`src/logic/rv_dec_pkg.sv`:
```
package rv_dec_pkg;

    // datapath and register file widths
    localparam int XLEN       = 32;
    localparam int REG_ADDR_W = 5;

    // sequential fetch step, no compressed words
    localparam logic [XLEN-1:0] INSTR_STEP = XLEN'(4);

    // funct3 reported for words that are not full 32-bit encodings
    localparam logic [2:0] FUNCT3_WORD = 3'd2;

    // major opcode, instruction bits 6:2
    typedef enum logic [4:0] {
        OPC_LOAD   = 5'b00000,
        OPC_OP_IMM = 5'b00100,
        OPC_AUIPC  = 5'b00101,
        OPC_STORE  = 5'b01000,
        OPC_OP_REG = 5'b01100,
        OPC_LUI    = 5'b01101,
        OPC_BRANCH = 5'b11000,
        OPC_JALR   = 5'b11001,
        OPC_JAL    = 5'b11011,
        OPC_SYSTEM = 5'b11100
    } opcode_t;

    typedef enum logic [3:0] {
        CLS_NONE, CLS_LOAD, CLS_STORE, CLS_OP_IMM, CLS_OP_REG, CLS_LUI,
        CLS_AUIPC, CLS_BRANCH, CLS_JAL, CLS_JALR, CLS_SYSTEM, CLS_UNSUPPORTED
    } instr_class_t;

    typedef enum logic [3:0] {
        ALU_ADD, ALU_SUB, ALU_SLL, ALU_SRL, ALU_SRA, ALU_XOR, ALU_OR, ALU_AND,
        ALU_CMP_EQ, ALU_CMP_LTS, ALU_CMP_LTU
    } alu_op_t;

    // second ALU operand
    typedef enum logic [1:0] {
        OP2_REG, OP2_IMM, OP2_JUMP
    } op2_src_t;

    // register file write-back source
    typedef enum logic [1:0] {
        RES_ALU, RES_MEMORY, RES_PC_NEXT
    } res_src_t;

endpackage
```
`src/logic/rv_instr_if.sv`:
```
`timescale 1ns/10ps

interface rv_instr_if;

    // registered instruction and its sliced fields
    logic [rv_dec_pkg::XLEN-1:0]       instr;
    rv_dec_pkg::opcode_t               opcode;
    logic [rv_dec_pkg::REG_ADDR_W-1:0] rd;
    logic [rv_dec_pkg::REG_ADDR_W-1:0] rs1;
    logic [rv_dec_pkg::REG_ADDR_W-1:0] rs2;
    logic [2:0]                        funct3;

    modport src
    (
        output instr, opcode, rd, rs1, rs2, funct3
    );

    modport dst
    (
        input instr, opcode, rd, rs1, rs2, funct3
    );

endinterface

```
`src/logic/rv_decode.sv`:
```
`timescale 1ns/10ps

module rv_decode
(
    input  logic                              i_clk,
    input  logic                              i_arst_n,
    input  logic                              i_stall,
    input  logic                              i_flush,
    input  logic [rv_dec_pkg::XLEN-1:0]       i_instruction,
    input  logic [rv_dec_pkg::XLEN-1:0]       i_pc,
    output logic [rv_dec_pkg::XLEN-1:0]       o_pc,
    output logic [rv_dec_pkg::XLEN-1:0]       o_pc_next,
    output logic [rv_dec_pkg::REG_ADDR_W-1:0] o_rs1,
    output logic [rv_dec_pkg::REG_ADDR_W-1:0] o_rs2,
    output logic [rv_dec_pkg::REG_ADDR_W-1:0] o_rd,
    output logic [rv_dec_pkg::XLEN-1:0]       o_imm,
    output logic [rv_dec_pkg::XLEN-1:0]       o_imm_jb,
    output rv_dec_pkg::alu_op_t               o_alu_op,
    output logic                              o_cmp_inv,
    output logic [2:0]                        o_funct3,
    output logic                              o_op1_pc,
    output rv_dec_pkg::op2_src_t              o_op2_src,
    output rv_dec_pkg::res_src_t              o_res_src,
    output logic                              o_reg_write,
    output logic                              o_inst_jal,
    output logic                              o_inst_jalr,
    output logic                              o_inst_branch,
    output logic                              o_inst_store,
    output logic                              o_inst_supported
);

    rv_dec_pkg::instr_class_t instr_class;

    rv_instr_if u_fields();

    // only sequential part of the stage
    rv_dec_stage_reg u_stage_reg
    (
        .i_clk         (i_clk),
        .i_arst_n      (i_arst_n),
        .i_stall       (i_stall),
        .i_flush       (i_flush),
        .i_instruction (i_instruction),
        .i_pc          (i_pc),
        .o_pc          (o_pc),
        .o_pc_next     (o_pc_next),
        .o_fields      (u_fields.src)
    );

    rv_dec_ctrl u_ctrl
    (
        .i_fields         (u_fields.dst),
        .o_class          (instr_class),
        .o_alu_op         (o_alu_op),
        .o_cmp_inv        (o_cmp_inv),
        .o_funct3         (o_funct3),
        .o_op1_pc         (o_op1_pc),
        .o_op2_src        (o_op2_src),
        .o_res_src        (o_res_src),
        .o_reg_write      (o_reg_write),
        .o_rs1            (o_rs1),
        .o_inst_jal       (o_inst_jal),
        .o_inst_jalr      (o_inst_jalr),
        .o_inst_branch    (o_inst_branch),
        .o_inst_store     (o_inst_store),
        .o_inst_supported (o_inst_supported)
    );

    rv_dec_imm u_imm
    (
        .i_fields (u_fields.dst),
        .i_class  (instr_class),
        .o_imm    (o_imm),
        .o_imm_jb (o_imm_jb)
    );

    assign o_rs2 = u_fields.rs2;
    assign o_rd  = u_fields.rd;

endmodule

```
`src/logic/rv_dec_imm.sv`:
```
`timescale 1ns/10ps

module rv_dec_imm
(
    rv_instr_if.dst                     i_fields,
    input  rv_dec_pkg::instr_class_t    i_class,
    output logic [rv_dec_pkg::XLEN-1:0] o_imm,
    output logic [rv_dec_pkg::XLEN-1:0] o_imm_jb
);

    logic [rv_dec_pkg::XLEN-1:0] imm_i;
    logic [rv_dec_pkg::XLEN-1:0] imm_s;
    logic [rv_dec_pkg::XLEN-1:0] imm_b;
    logic [rv_dec_pkg::XLEN-1:0] imm_u;
    logic [rv_dec_pkg::XLEN-1:0] imm_j;
    logic [rv_dec_pkg::XLEN-1:0] w;

    assign w = i_fields.instr;

    // sign bit is always instr[31]
    assign imm_i = {{21{w[31]}}, w[30:20]};
    assign imm_s = {{21{w[31]}}, w[30:25], w[11:7]};
    assign imm_b = {{20{w[31]}}, w[7], w[30:25], w[11:8], 1'b0};
    assign imm_u = {w[31:12], 12'b0};
    assign imm_j = {{12{w[31]}}, w[19:12], w[20], w[30:21], 1'b0};

    always_comb
    begin
        if ((i_class == rv_dec_pkg::CLS_LUI) || (i_class == rv_dec_pkg::CLS_AUIPC))
            o_imm = imm_u;
        else if (i_class == rv_dec_pkg::CLS_STORE)
            o_imm = imm_s;
        else
            o_imm = imm_i;
    end

    // branch offset unless jal
    assign o_imm_jb = (i_class == rv_dec_pkg::CLS_JAL) ? imm_j : imm_b;

    // jump targets stay halfword aligned
    a_jb_aligned: assert property (@(i_fields.instr)
        o_imm_jb[0] !== 1'b1);

endmodule

```
`src/logic/rv_dec_ctrl.sv`:
```
`timescale 1ns/10ps

module rv_dec_ctrl
(
    rv_instr_if.dst                           i_fields,
    output rv_dec_pkg::instr_class_t          o_class,
    output rv_dec_pkg::alu_op_t               o_alu_op,
    output logic                              o_cmp_inv,
    output logic [2:0]                        o_funct3,
    output logic                              o_op1_pc,
    output rv_dec_pkg::op2_src_t              o_op2_src,
    output rv_dec_pkg::res_src_t              o_res_src,
    output logic                              o_reg_write,
    output logic [rv_dec_pkg::REG_ADDR_W-1:0] o_rs1,
    output logic                              o_inst_jal,
    output logic                              o_inst_jalr,
    output logic                              o_inst_branch,
    output logic                              o_inst_store,
    output logic                              o_inst_supported
);

    logic                     is_full;
    logic                     is_none;
    logic [2:0]               funct3;
    logic [6:0]               funct7;
    logic [11:0]              funct12;
    logic                     alt;
    logic                     legal;
    rv_dec_pkg::instr_class_t opc_class;
    rv_dec_pkg::instr_class_t cls;

    assign is_full = (i_fields.instr[1:0] == 2'b11);
    assign is_none = (i_fields.instr == '0);
    assign funct3  = i_fields.funct3;
    assign funct7  = i_fields.instr[31:25];
    assign funct12 = i_fields.instr[31:20];
    // funct7 of 32 selects sub and sra
    assign alt     = (funct7 == 7'b0100000);

    // class by opcode, plus whether funct fields are legal for it
    always_comb
    begin
        legal     = 1'b0;
        opc_class = rv_dec_pkg::CLS_UNSUPPORTED;
        case (i_fields.opcode)
            rv_dec_pkg::OPC_LOAD:
            begin
                opc_class = rv_dec_pkg::CLS_LOAD;
                legal     = funct3 inside {3'b000, 3'b001, 3'b010, 3'b100, 3'b101};
            end
            rv_dec_pkg::OPC_STORE:
            begin
                opc_class = rv_dec_pkg::CLS_STORE;
                legal     = funct3 inside {3'b000, 3'b001, 3'b010};
            end
            rv_dec_pkg::OPC_OP_IMM:
            begin
                opc_class = rv_dec_pkg::CLS_OP_IMM;
                if (funct3 == 3'b001)
                    legal = (funct7 == '0);
                else if (funct3 == 3'b101)
                    legal = (funct7 == '0) || alt;
                else
                    legal = 1'b1;
            end
            rv_dec_pkg::OPC_OP_REG:
            begin
                opc_class = rv_dec_pkg::CLS_OP_REG;
                legal     = (funct7 == '0) || (alt && (funct3 inside {3'b000, 3'b101}));
            end
            rv_dec_pkg::OPC_LUI:
            begin
                opc_class = rv_dec_pkg::CLS_LUI;
                legal     = 1'b1;
            end
            rv_dec_pkg::OPC_AUIPC:
            begin
                opc_class = rv_dec_pkg::CLS_AUIPC;
                legal     = 1'b1;
            end
            rv_dec_pkg::OPC_BRANCH:
            begin
                opc_class = rv_dec_pkg::CLS_BRANCH;
                legal     = (funct3[2:1] != 2'b01);
            end
            rv_dec_pkg::OPC_JAL:
            begin
                opc_class = rv_dec_pkg::CLS_JAL;
                legal     = 1'b1;
            end
            rv_dec_pkg::OPC_JALR:
            begin
                opc_class = rv_dec_pkg::CLS_JALR;
                legal     = (funct3 == 3'b000);
            end
            rv_dec_pkg::OPC_SYSTEM:
            begin
                // ecall and ebreak only
                opc_class = rv_dec_pkg::CLS_SYSTEM;
                legal     = (funct3 == 3'b000) && (funct12 inside {12'h000, 12'h001});
            end
            default:
            begin
                legal = 1'b0;
            end
        endcase
    end

    assign cls = is_none           ? rv_dec_pkg::CLS_NONE :
                 (is_full && legal) ? opc_class : rv_dec_pkg::CLS_UNSUPPORTED;

    always_comb
    begin
        o_alu_op = rv_dec_pkg::ALU_ADD;
        if ((cls == rv_dec_pkg::CLS_OP_IMM) || (cls == rv_dec_pkg::CLS_OP_REG))
        begin
            case (funct3)
                3'b000: o_alu_op = ((cls == rv_dec_pkg::CLS_OP_REG) && alt) ?
                                   rv_dec_pkg::ALU_SUB : rv_dec_pkg::ALU_ADD;
                3'b001: o_alu_op = rv_dec_pkg::ALU_SLL;
                3'b010: o_alu_op = rv_dec_pkg::ALU_CMP_LTS;
                3'b011: o_alu_op = rv_dec_pkg::ALU_CMP_LTU;
                3'b100: o_alu_op = rv_dec_pkg::ALU_XOR;
                3'b101: o_alu_op = alt ? rv_dec_pkg::ALU_SRA : rv_dec_pkg::ALU_SRL;
                3'b110: o_alu_op = rv_dec_pkg::ALU_OR;
                default: o_alu_op = rv_dec_pkg::ALU_AND;
            endcase
        end
        else if (cls == rv_dec_pkg::CLS_BRANCH)
        begin
            // bne, bge and bgeu reuse the compare with inversion
            case (funct3[2:1])
                2'b00: o_alu_op = rv_dec_pkg::ALU_CMP_EQ;
                2'b10: o_alu_op = rv_dec_pkg::ALU_CMP_LTS;
                default: o_alu_op = rv_dec_pkg::ALU_CMP_LTU;
            endcase
        end
    end

    assign o_class       = cls;
    assign o_inst_branch = (cls == rv_dec_pkg::CLS_BRANCH);
    assign o_inst_store  = (cls == rv_dec_pkg::CLS_STORE);
    assign o_inst_jal    = (cls == rv_dec_pkg::CLS_JAL);
    assign o_inst_jalr   = (cls == rv_dec_pkg::CLS_JALR);
    assign o_cmp_inv     = o_inst_branch & funct3[0];
    assign o_funct3      = is_full ? funct3 : rv_dec_pkg::FUNCT3_WORD;
    assign o_op1_pc      = (cls == rv_dec_pkg::CLS_AUIPC) || o_inst_jal;

    assign o_op2_src = o_inst_jal ? rv_dec_pkg::OP2_JUMP :
                       (cls inside {rv_dec_pkg::CLS_JALR, rv_dec_pkg::CLS_LOAD,
                                    rv_dec_pkg::CLS_OP_IMM, rv_dec_pkg::CLS_LUI,
                                    rv_dec_pkg::CLS_AUIPC, rv_dec_pkg::CLS_STORE}) ?
                       rv_dec_pkg::OP2_IMM : rv_dec_pkg::OP2_REG;

    assign o_res_src = (cls == rv_dec_pkg::CLS_LOAD) ? rv_dec_pkg::RES_MEMORY :
                       (o_inst_jal || o_inst_jalr) ? rv_dec_pkg::RES_PC_NEXT :
                       rv_dec_pkg::RES_ALU;

    assign o_reg_write = cls inside {rv_dec_pkg::CLS_LOAD, rv_dec_pkg::CLS_OP_IMM,
                                     rv_dec_pkg::CLS_OP_REG, rv_dec_pkg::CLS_LUI,
                                     rv_dec_pkg::CLS_AUIPC, rv_dec_pkg::CLS_JAL,
                                     rv_dec_pkg::CLS_JALR, rv_dec_pkg::CLS_SYSTEM};

    // lui adds its immediate to x0
    assign o_rs1 = (cls == rv_dec_pkg::CLS_LUI) ? '0 : i_fields.rs1;

    assign o_inst_supported = (cls != rv_dec_pkg::CLS_UNSUPPORTED);

    // checked on each new word from the stage register
    a_write_supported: assert property (@(i_fields.instr)
        o_reg_write |-> o_inst_supported);

endmodule

```
`src/logic/rv_dec_stage_reg.sv`:
```
`timescale 1ns/10ps

module rv_dec_stage_reg
(
    input  logic                        i_clk,
    input  logic                        i_arst_n,
    input  logic                        i_stall,
    input  logic                        i_flush,
    input  logic [rv_dec_pkg::XLEN-1:0] i_instruction,
    input  logic [rv_dec_pkg::XLEN-1:0] i_pc,
    output logic [rv_dec_pkg::XLEN-1:0] o_pc,
    output logic [rv_dec_pkg::XLEN-1:0] o_pc_next,
    rv_instr_if.src                     o_fields
);

    logic [rv_dec_pkg::XLEN-1:0] instr_q;
    logic [rv_dec_pkg::XLEN-1:0] pc_q;

    // flush wins over stall, pc is kept on flush
    always_ff @(posedge i_clk or negedge i_arst_n)
    begin
        if (!i_arst_n)
        begin
            instr_q <= '0;
            pc_q    <= '0;
        end
        else if (i_flush)
        begin
            instr_q <= '0;
        end
        else if (!i_stall)
        begin
            instr_q <= i_instruction;
            pc_q    <= i_pc;
        end
    end

    assign o_fields.instr  = instr_q;
    assign o_fields.opcode = rv_dec_pkg::opcode_t'(instr_q[6:2]);
    assign o_fields.rd     = instr_q[11:7];
    assign o_fields.rs1    = instr_q[19:15];
    assign o_fields.rs2    = instr_q[24:20];
    assign o_fields.funct3 = instr_q[14:12];

    assign o_pc      = pc_q;
    assign o_pc_next = pc_q + rv_dec_pkg::INSTR_STEP;

    // a flushed slot decodes as a bubble on the next cycle
    a_flush_bubble: assert property (@(posedge i_clk) disable iff (!i_arst_n)
        i_flush |=> (instr_q == '0));

endmodule

```
`config.mk`:
```
export PLATFORM = sky130hd
export DESIGN_NAME = rv_decode
export DESIGN_NICKNAME = d
export VERILOG_FILES = /design/src/logic/rv_dec_pkg.sv /design/src/logic/rv_instr_if.sv /design/src/logic/rv_decode.sv /design/src/logic/rv_dec_imm.sv /design/src/logic/rv_dec_ctrl.sv /design/src/logic/rv_dec_stage_reg.sv
export SDC_FILE = /design/constraint.sdc
export NUM_CORES = 1
export LEC_CHECK = 0
export ABC_AREA = 1
export ABC_CLOCK_PERIOD_IN_PS = 2550
export BUFFER_PORTS_ARGS = -buffer_cell sky130_fd_sc_hd__buf_4
export CAP_MARGIN = 20
export CORE_MARGIN = 2
export CORE_UTILIZATION = 42
export CTS_CLUSTER_DIAMETER = 200
export DETAILED_ROUTE_END_ITERATION = 7
export PLACE_DENSITY = 0.88
export SLEW_MARGIN = 20
export SYNTH_ARGS = -nofsm -noshare
export SYNTH_HDL_FRONTEND = slang
export SYNTH_SLANG_ARGS = --single-unit
```
`constraint.sdc`:
```
create_clock -name i_clk -period 2.55 [get_ports i_clk]
set_clock_uncertainty 0.15 [all_clocks]
set_input_delay 0.255 -clock i_clk [delete_from_list [all_inputs] [get_ports i_clk]]
set_output_delay 0.255 -clock i_clk [all_outputs]
set_load 0.01 [all_outputs]
```
==> metrics.txt <==
# TYPE chip_impl_metric gauge
chip_impl_metric{name="cts_sinks",unit=""} 64
chip_impl_metric{name="finalNonFillerCells",unit=""} 1120
chip_impl_metric{name="placed_cells_incl_taps",unit=""} 1000
chip_impl_info{name="cts_tree",value="yes"} 1
chip_impl_metric{name="chipHeight",unit="µm"} 107.5
chip_impl_metric{name="die_w",unit="µm"} 107.5
chip_impl_info{name="critical_path.reg2reg.endpoint",value="u_stage_reg.o_fields.instr[13]"} 1
chip_impl_info{name="violated_checks",value="setup timing"} 1
chip_impl_info{name="hold_path_class",value="primary input to register"} 1
chip_impl_metric{name="placement_rows",unit=""} 37
chip_impl_info{name="worst_setup_path_startpoint",value="u_stage_reg.o_fields.instr[13]"} 1
chip_impl_metric{name="core_region",unit="µm²"} 10370
chip_impl_info{name="yosys.cell_count.top_type",value="sky130_fd_sc_hd__nand2_1"} 1
chip_impl_metric{name="min_period",unit="ns"} 3.097
chip_impl_metric{name="path_clk_slew",unit="ns"} 0.09
chip_impl_metric{name="cts.htree.levels",unit=""} 3
chip_impl_metric{name="power_density",unit="nW/µm²"} 399.7
chip_impl_metric{name="crit_fanout",unit=""} 7
chip_impl_info{name="worst_r2r_start",value="u_stage_reg.o_fields.instr[13]"} 1
chip_impl_metric{name="leakagePower",unit="nW"} 4.270
chip_impl_metric{name="multi_input_comb_area",unit="µm²"} 2826
chip_impl_metric{name="timing.max_slew.rel_slack",unit=""} 0.4448
chip_impl_metric{name="filler_cells_inserted",unit=""} 599
chip_impl_metric{name="via_count",unit=""} 6166
chip_impl_metric{name="gp_congestion",unit=""} 0.8948
chip_impl_info{name="start_kind",value="register"} 1
chip_impl_metric{name="grt_pass1_wl",unit="mm"} 28.20
chip_impl_metric{name="initial_core_util",unit=""} 0.4338
chip_impl_metric{name="vdd.ir_drop.worst",unit="V"} 0.0003871
chip_impl_metric{name="syn_area_per_cell",unit="µm²"} 7.017
chip_impl_metric{name="yosysTopAreaCellShare",unit=""} 0.3561
chip_impl_info{name="ys_top_cells_by_area",value="sky130_fd_sc_hd__dfrtp_1 36%, sky130_fd_sc_hd__nand2_1 16%, sky130_fd_sc_hd__o21ai_0 6.1%, sky130_fd_sc_hd__buf_4 5.8%, sky130_fd_sc_hd__inv_1 5.8%"} 1
chip_impl_metric{name="max-cap-violations",unit=""} 0
chip_impl_metric{name="io_pins",unit=""} 230
chip_impl_metric{name="finalWirelength",unit="mm"} 21.90
chip_impl_metric{name="largest_net_degree_at_the_start_of_global_routing",unit=""} 65
chip_impl_metric{name="globalRoute.totalOverflow",unit=""} 0
chip_impl_metric{name="worst_skew_pair.late_latency",unit="ns"} 0.32
chip_impl_metric{name="net-switching-power",unit="mW"} 1.218
chip_impl_metric{name="yosysSeqAreaShare",unit=""} 0.3561
chip_impl_metric{name="cts_buffers",unit=""} 9
chip_impl_info{name="crit_path_top_delay_cell",value="sky130_fd_sc_hd__dfrtp_2"} 1
chip_impl_metric{name="ctsLongestPathBuffers",unit=""} 2
chip_impl_info{name="clock_tree.root_cell",value="sky130_fd_sc_hd__clkbuf_8"} 1
chip_impl_metric{name="routed_wl_per_cell",unit="µm"} 19.55
chip_impl_metric{name="finalHoldViolations",unit=""} 0
chip_impl_metric{name="finalWorstSetupSlack",unit="ns"} -0.5474
chip_impl_metric{name="ys_warn_count",unit=""} 0
chip_impl_metric{name="setup_viol",unit=""} 79
chip_impl_metric{name="design.die.area",unit="µm²"} 11550
chip_impl_metric{name="drcViolationCount",unit=""} 0
chip_impl_metric{name="clkPwrFrac",unit=""} 0.243
chip_impl_metric{name="netlist_instances",unit=""} 641
chip_impl_metric{name="power.switching_fraction",unit=""} 0.3657
chip_impl_metric{name="cp.arrival",unit="ns"} 2.69
chip_impl_info{name="worst_setup_path_end_kind",value="output port"} 1
chip_impl_metric{name="reg2reg_slack",unit="ns"} 1.34
chip_impl_metric{name="timing.final.crit_share",unit=""} 1.215
chip_impl_info{name="ranking_of_synthesized_cells_by_instance_count",value="197 x sky130_fd_sc_hd__nand2_1, 69 x sky130_fd_sc_hd__inv_1, 64 x sky130_fd_sc_hd__dfrtp_1"} 1
chip_impl_metric{name="final_antenna_net_count",unit=""} 0
chip_impl_metric{name="area_delta_synth_final",unit="%"} 85.29
chip_impl_metric{name="worst_pin_slew",unit="ns"} 0.8328
chip_impl_metric{name="detailedRoute.firstIterationViolations",unit=""} 527
chip_impl_metric{name="fmax",unit="GHz"} 0.3229
chip_impl_info{name="synth_top_cell_by_area",value="sky130_fd_sc_hd__dfrtp_1"} 1
chip_impl_metric{name="drive_above_1_share",unit=""} 0.5076
chip_impl_metric{name="p_seq_frac",unit=""} 0.375
chip_impl_metric{name="net_count_reported_at_finish",unit=""} 1048
chip_impl_metric{name="avgViaCountPerCell",unit=""} 5.505
chip_impl_metric{name="seqCellArea",unit="µm²"} 1607
chip_impl_metric{name="post_synth_edffs",unit=""} 0
chip_impl_info{name="path_cells",value="nor2_2 -> nor2_1 -> nor2_1 -> nand2_1 -> nand2_1 -> nand2_2 -> nand2_4 -> nor2_4 -> nor2_8 -> buf_6 -> nand2_4 -> nand2_4 -> buf_6 -> nand3_4 -> nand2_4 -> nand2_1 -> nand2_1 -> buf_4"} 1
chip_impl_metric{name="worstRegToRegCells",unit=""} 3
chip_impl_metric{name="p_int",unit="mW"} 2.113
chip_impl_info{name="start_to_end_type_of_the_worst_setup_path",value="register to output port"} 1
chip_impl_metric{name="groute.usage.overall",unit=""} 0.3115
chip_impl_metric{name="ys_seq_elements",unit=""} 64
chip_impl_info{name="synth_top_flop_cell",value="sky130_fd_sc_hd__dfrtp_1"} 1
chip_impl_metric{name="finish.instance_area",unit="µm²"} 8334
chip_impl_metric{name="synth_area",unit="µm²"} 4498
chip_impl_info{name="status",value="finished with violations"} 1
chip_impl_metric{name="grt_antenna_before_repair",unit=""} 1
chip_impl_metric{name="dpl-instance-area",unit="µm²"} 6417
chip_impl_metric{name="critical_path.max_stage_delay",unit="ns"} 0.48
chip_impl_metric{name="detail_route.first_pass.iterations",unit=""} 6
chip_impl_info{name="grt_setup_unrepaired",value="true"} 1
chip_impl_metric{name="worst_ep_required",unit="ns"} 2.14
chip_impl_metric{name="synth.net_count",unit=""} 710
chip_impl_metric{name="combPwrFrac",unit=""} 0.382
chip_impl_metric{name="synth_cell_types",unit=""} 34
chip_impl_metric{name="async_set_or_reset_register_ratio_after_synthesis",unit=""} 1.000
chip_impl_metric{name="port_buffers",unit=""} 228
chip_impl_info{name="critPathCapture",value="o_alu_op[0]"} 1
chip_impl_metric{name="report.final.slew_viol_count",unit=""} 0
chip_impl_metric{name="number_of_global_route_vias_before_repair",unit=""} 5727
chip_impl_metric{name="detailedPlacementHpwl",unit="mm"} 12.02
## registers in the layout (all words and copies together) (netlist names)
signal	cells
u_stage_reg.o_pc	32
u_stage_reg.o_fields.instr	32
## stage by stage
| step | setup TNS [ns] | hold slack (ns) | power [mW] | utilization | worst slack (ns) |
|---|---|---|---|---|---|
| finish | -32.38 | 0.009038 | 3.331 | 0.8037 | -0.5474 |
| global route | -42.01 | 0.01426 | 3.459 | 0.8037 | -0.6866 |
| CTS | -18.29 | 0.0009102 | 3.145 | 0.7242 | -0.3832 |
| detailed placement | -1.244 | 0.2533 | 2.233 | 0.6188 | -0.1097 |
| global placement | -0.1042 | 0.2468 | 2.208 | 0.6188 | -0.09270 |
| floorplan | 0 | -0.1906 | 1.701 | - | 0.09437 |
## layer usage
layer,vias up,global-route usage,routed length [µm]
met5,-,0,0
met4,0,0.1419,1425
met3,144,0.08959,2189
met2,495,0.5544,10990
met1,2895,0.3408,7290
li1,2632,-,-
## cell type report
cell class,count,share of cell area
Clock buffer,12,0.01862
Tap cell,136,0.02042
Timing Repair Buffer,382,0.3900
Multi-Input combinational cell,446,0.3391
Antenna cell,1,0.0003003
Clock inverter,3,0.002102
Sequential cell,64,0.1928
Inverter,76,0.03663
## repair_timing
item / in CTS / in global routing
pin swaps: 18 / 36
setup endpoints to repair: 76 / 78
gates cloned: 0 / 3
setup buffers: 16 / 29
resized for setup: 58 / 146
hold endpoints to repair: 122 / 0
hold buffers: 59 / 0
## cells by family after synthesis
logic type      synth area share
xor+xnor                 0.05063
compound gates           0.08790
fa+ha+maj               0.002781
buf+inv                   0.1463
other cells            0.0008337
flops                     0.3561
simple gates              0.3555
## cell usage in the layout (no fill, tap or decap), types with 36 or more instances in the layout
| cell | netlist | final |
|---|---|---|
| sky130_fd_sc_hd__nor2_1 | 61 | 36 |
| sky130_fd_sc_hd__dfrtp_1 | 64 | 60 |
| sky130_fd_sc_hd__buf_6 | 4 | 36 |
| sky130_fd_sc_hd__nand2_1 | 197 | 161 |
| sky130_fd_sc_hd__o21ai_0 | 55 | 52 |
| sky130_fd_sc_hd__inv_1 | 69 | 61 |
| sky130_fd_sc_hd__dlygate4sd3_1 | 0 | 59 |
| sky130_fd_sc_hd__buf_4 | 35 | 279 |
| sky130_fd_sc_hd__nand2_2 | 14 | 38 |
## worst min path at each step
stage	cells after the start	from	slack [ns]	endpoint
floorplan	0	i_arst_n	-0.19	u_stage_reg.o_fields.instr[0]
global placement	1	i_arst_n	0.25	u_stage_reg.o_pc[13]
detailed placement	1	i_arst_n	0.25	u_stage_reg.o_pc[13]
CTS	3	i_instruction[8]	0.0009	u_stage_reg.o_fields.instr[8]
global route	3	i_instruction[0]	0.01	u_stage_reg.o_fields.instr[0]
finish	3	i_instruction[8]	0.009	u_stage_reg.o_fields.instr[8]
## power groups by stage
| stage | sequential (mW) | clock [mW] | combinational (mW) |
|---|---|---|---|
| after floorplan | 1.24 | 0 | 0.460 |
| after global placement | 1.23 | 0 | 0.979 |
| final | 1.25 | 0.809 | 1.27 |
| after global routing | 1.26 | 0.851 | 1.35 |
| after CTS | 1.22 | 0.808 | 1.12 |
| after detailed placement | 1.23 | 0 | 0.999 |
## worst max-delay path: cells and delay by family (launching register included)
kind | cells | cell delay (ns)
flip-flops | 1 | 0.48
buffers and inverters | 3 | 0.39
AND/OR/NAND/NOR | 15 | 1.45
No activity file was read; power rests on OpenSTA's default activity.
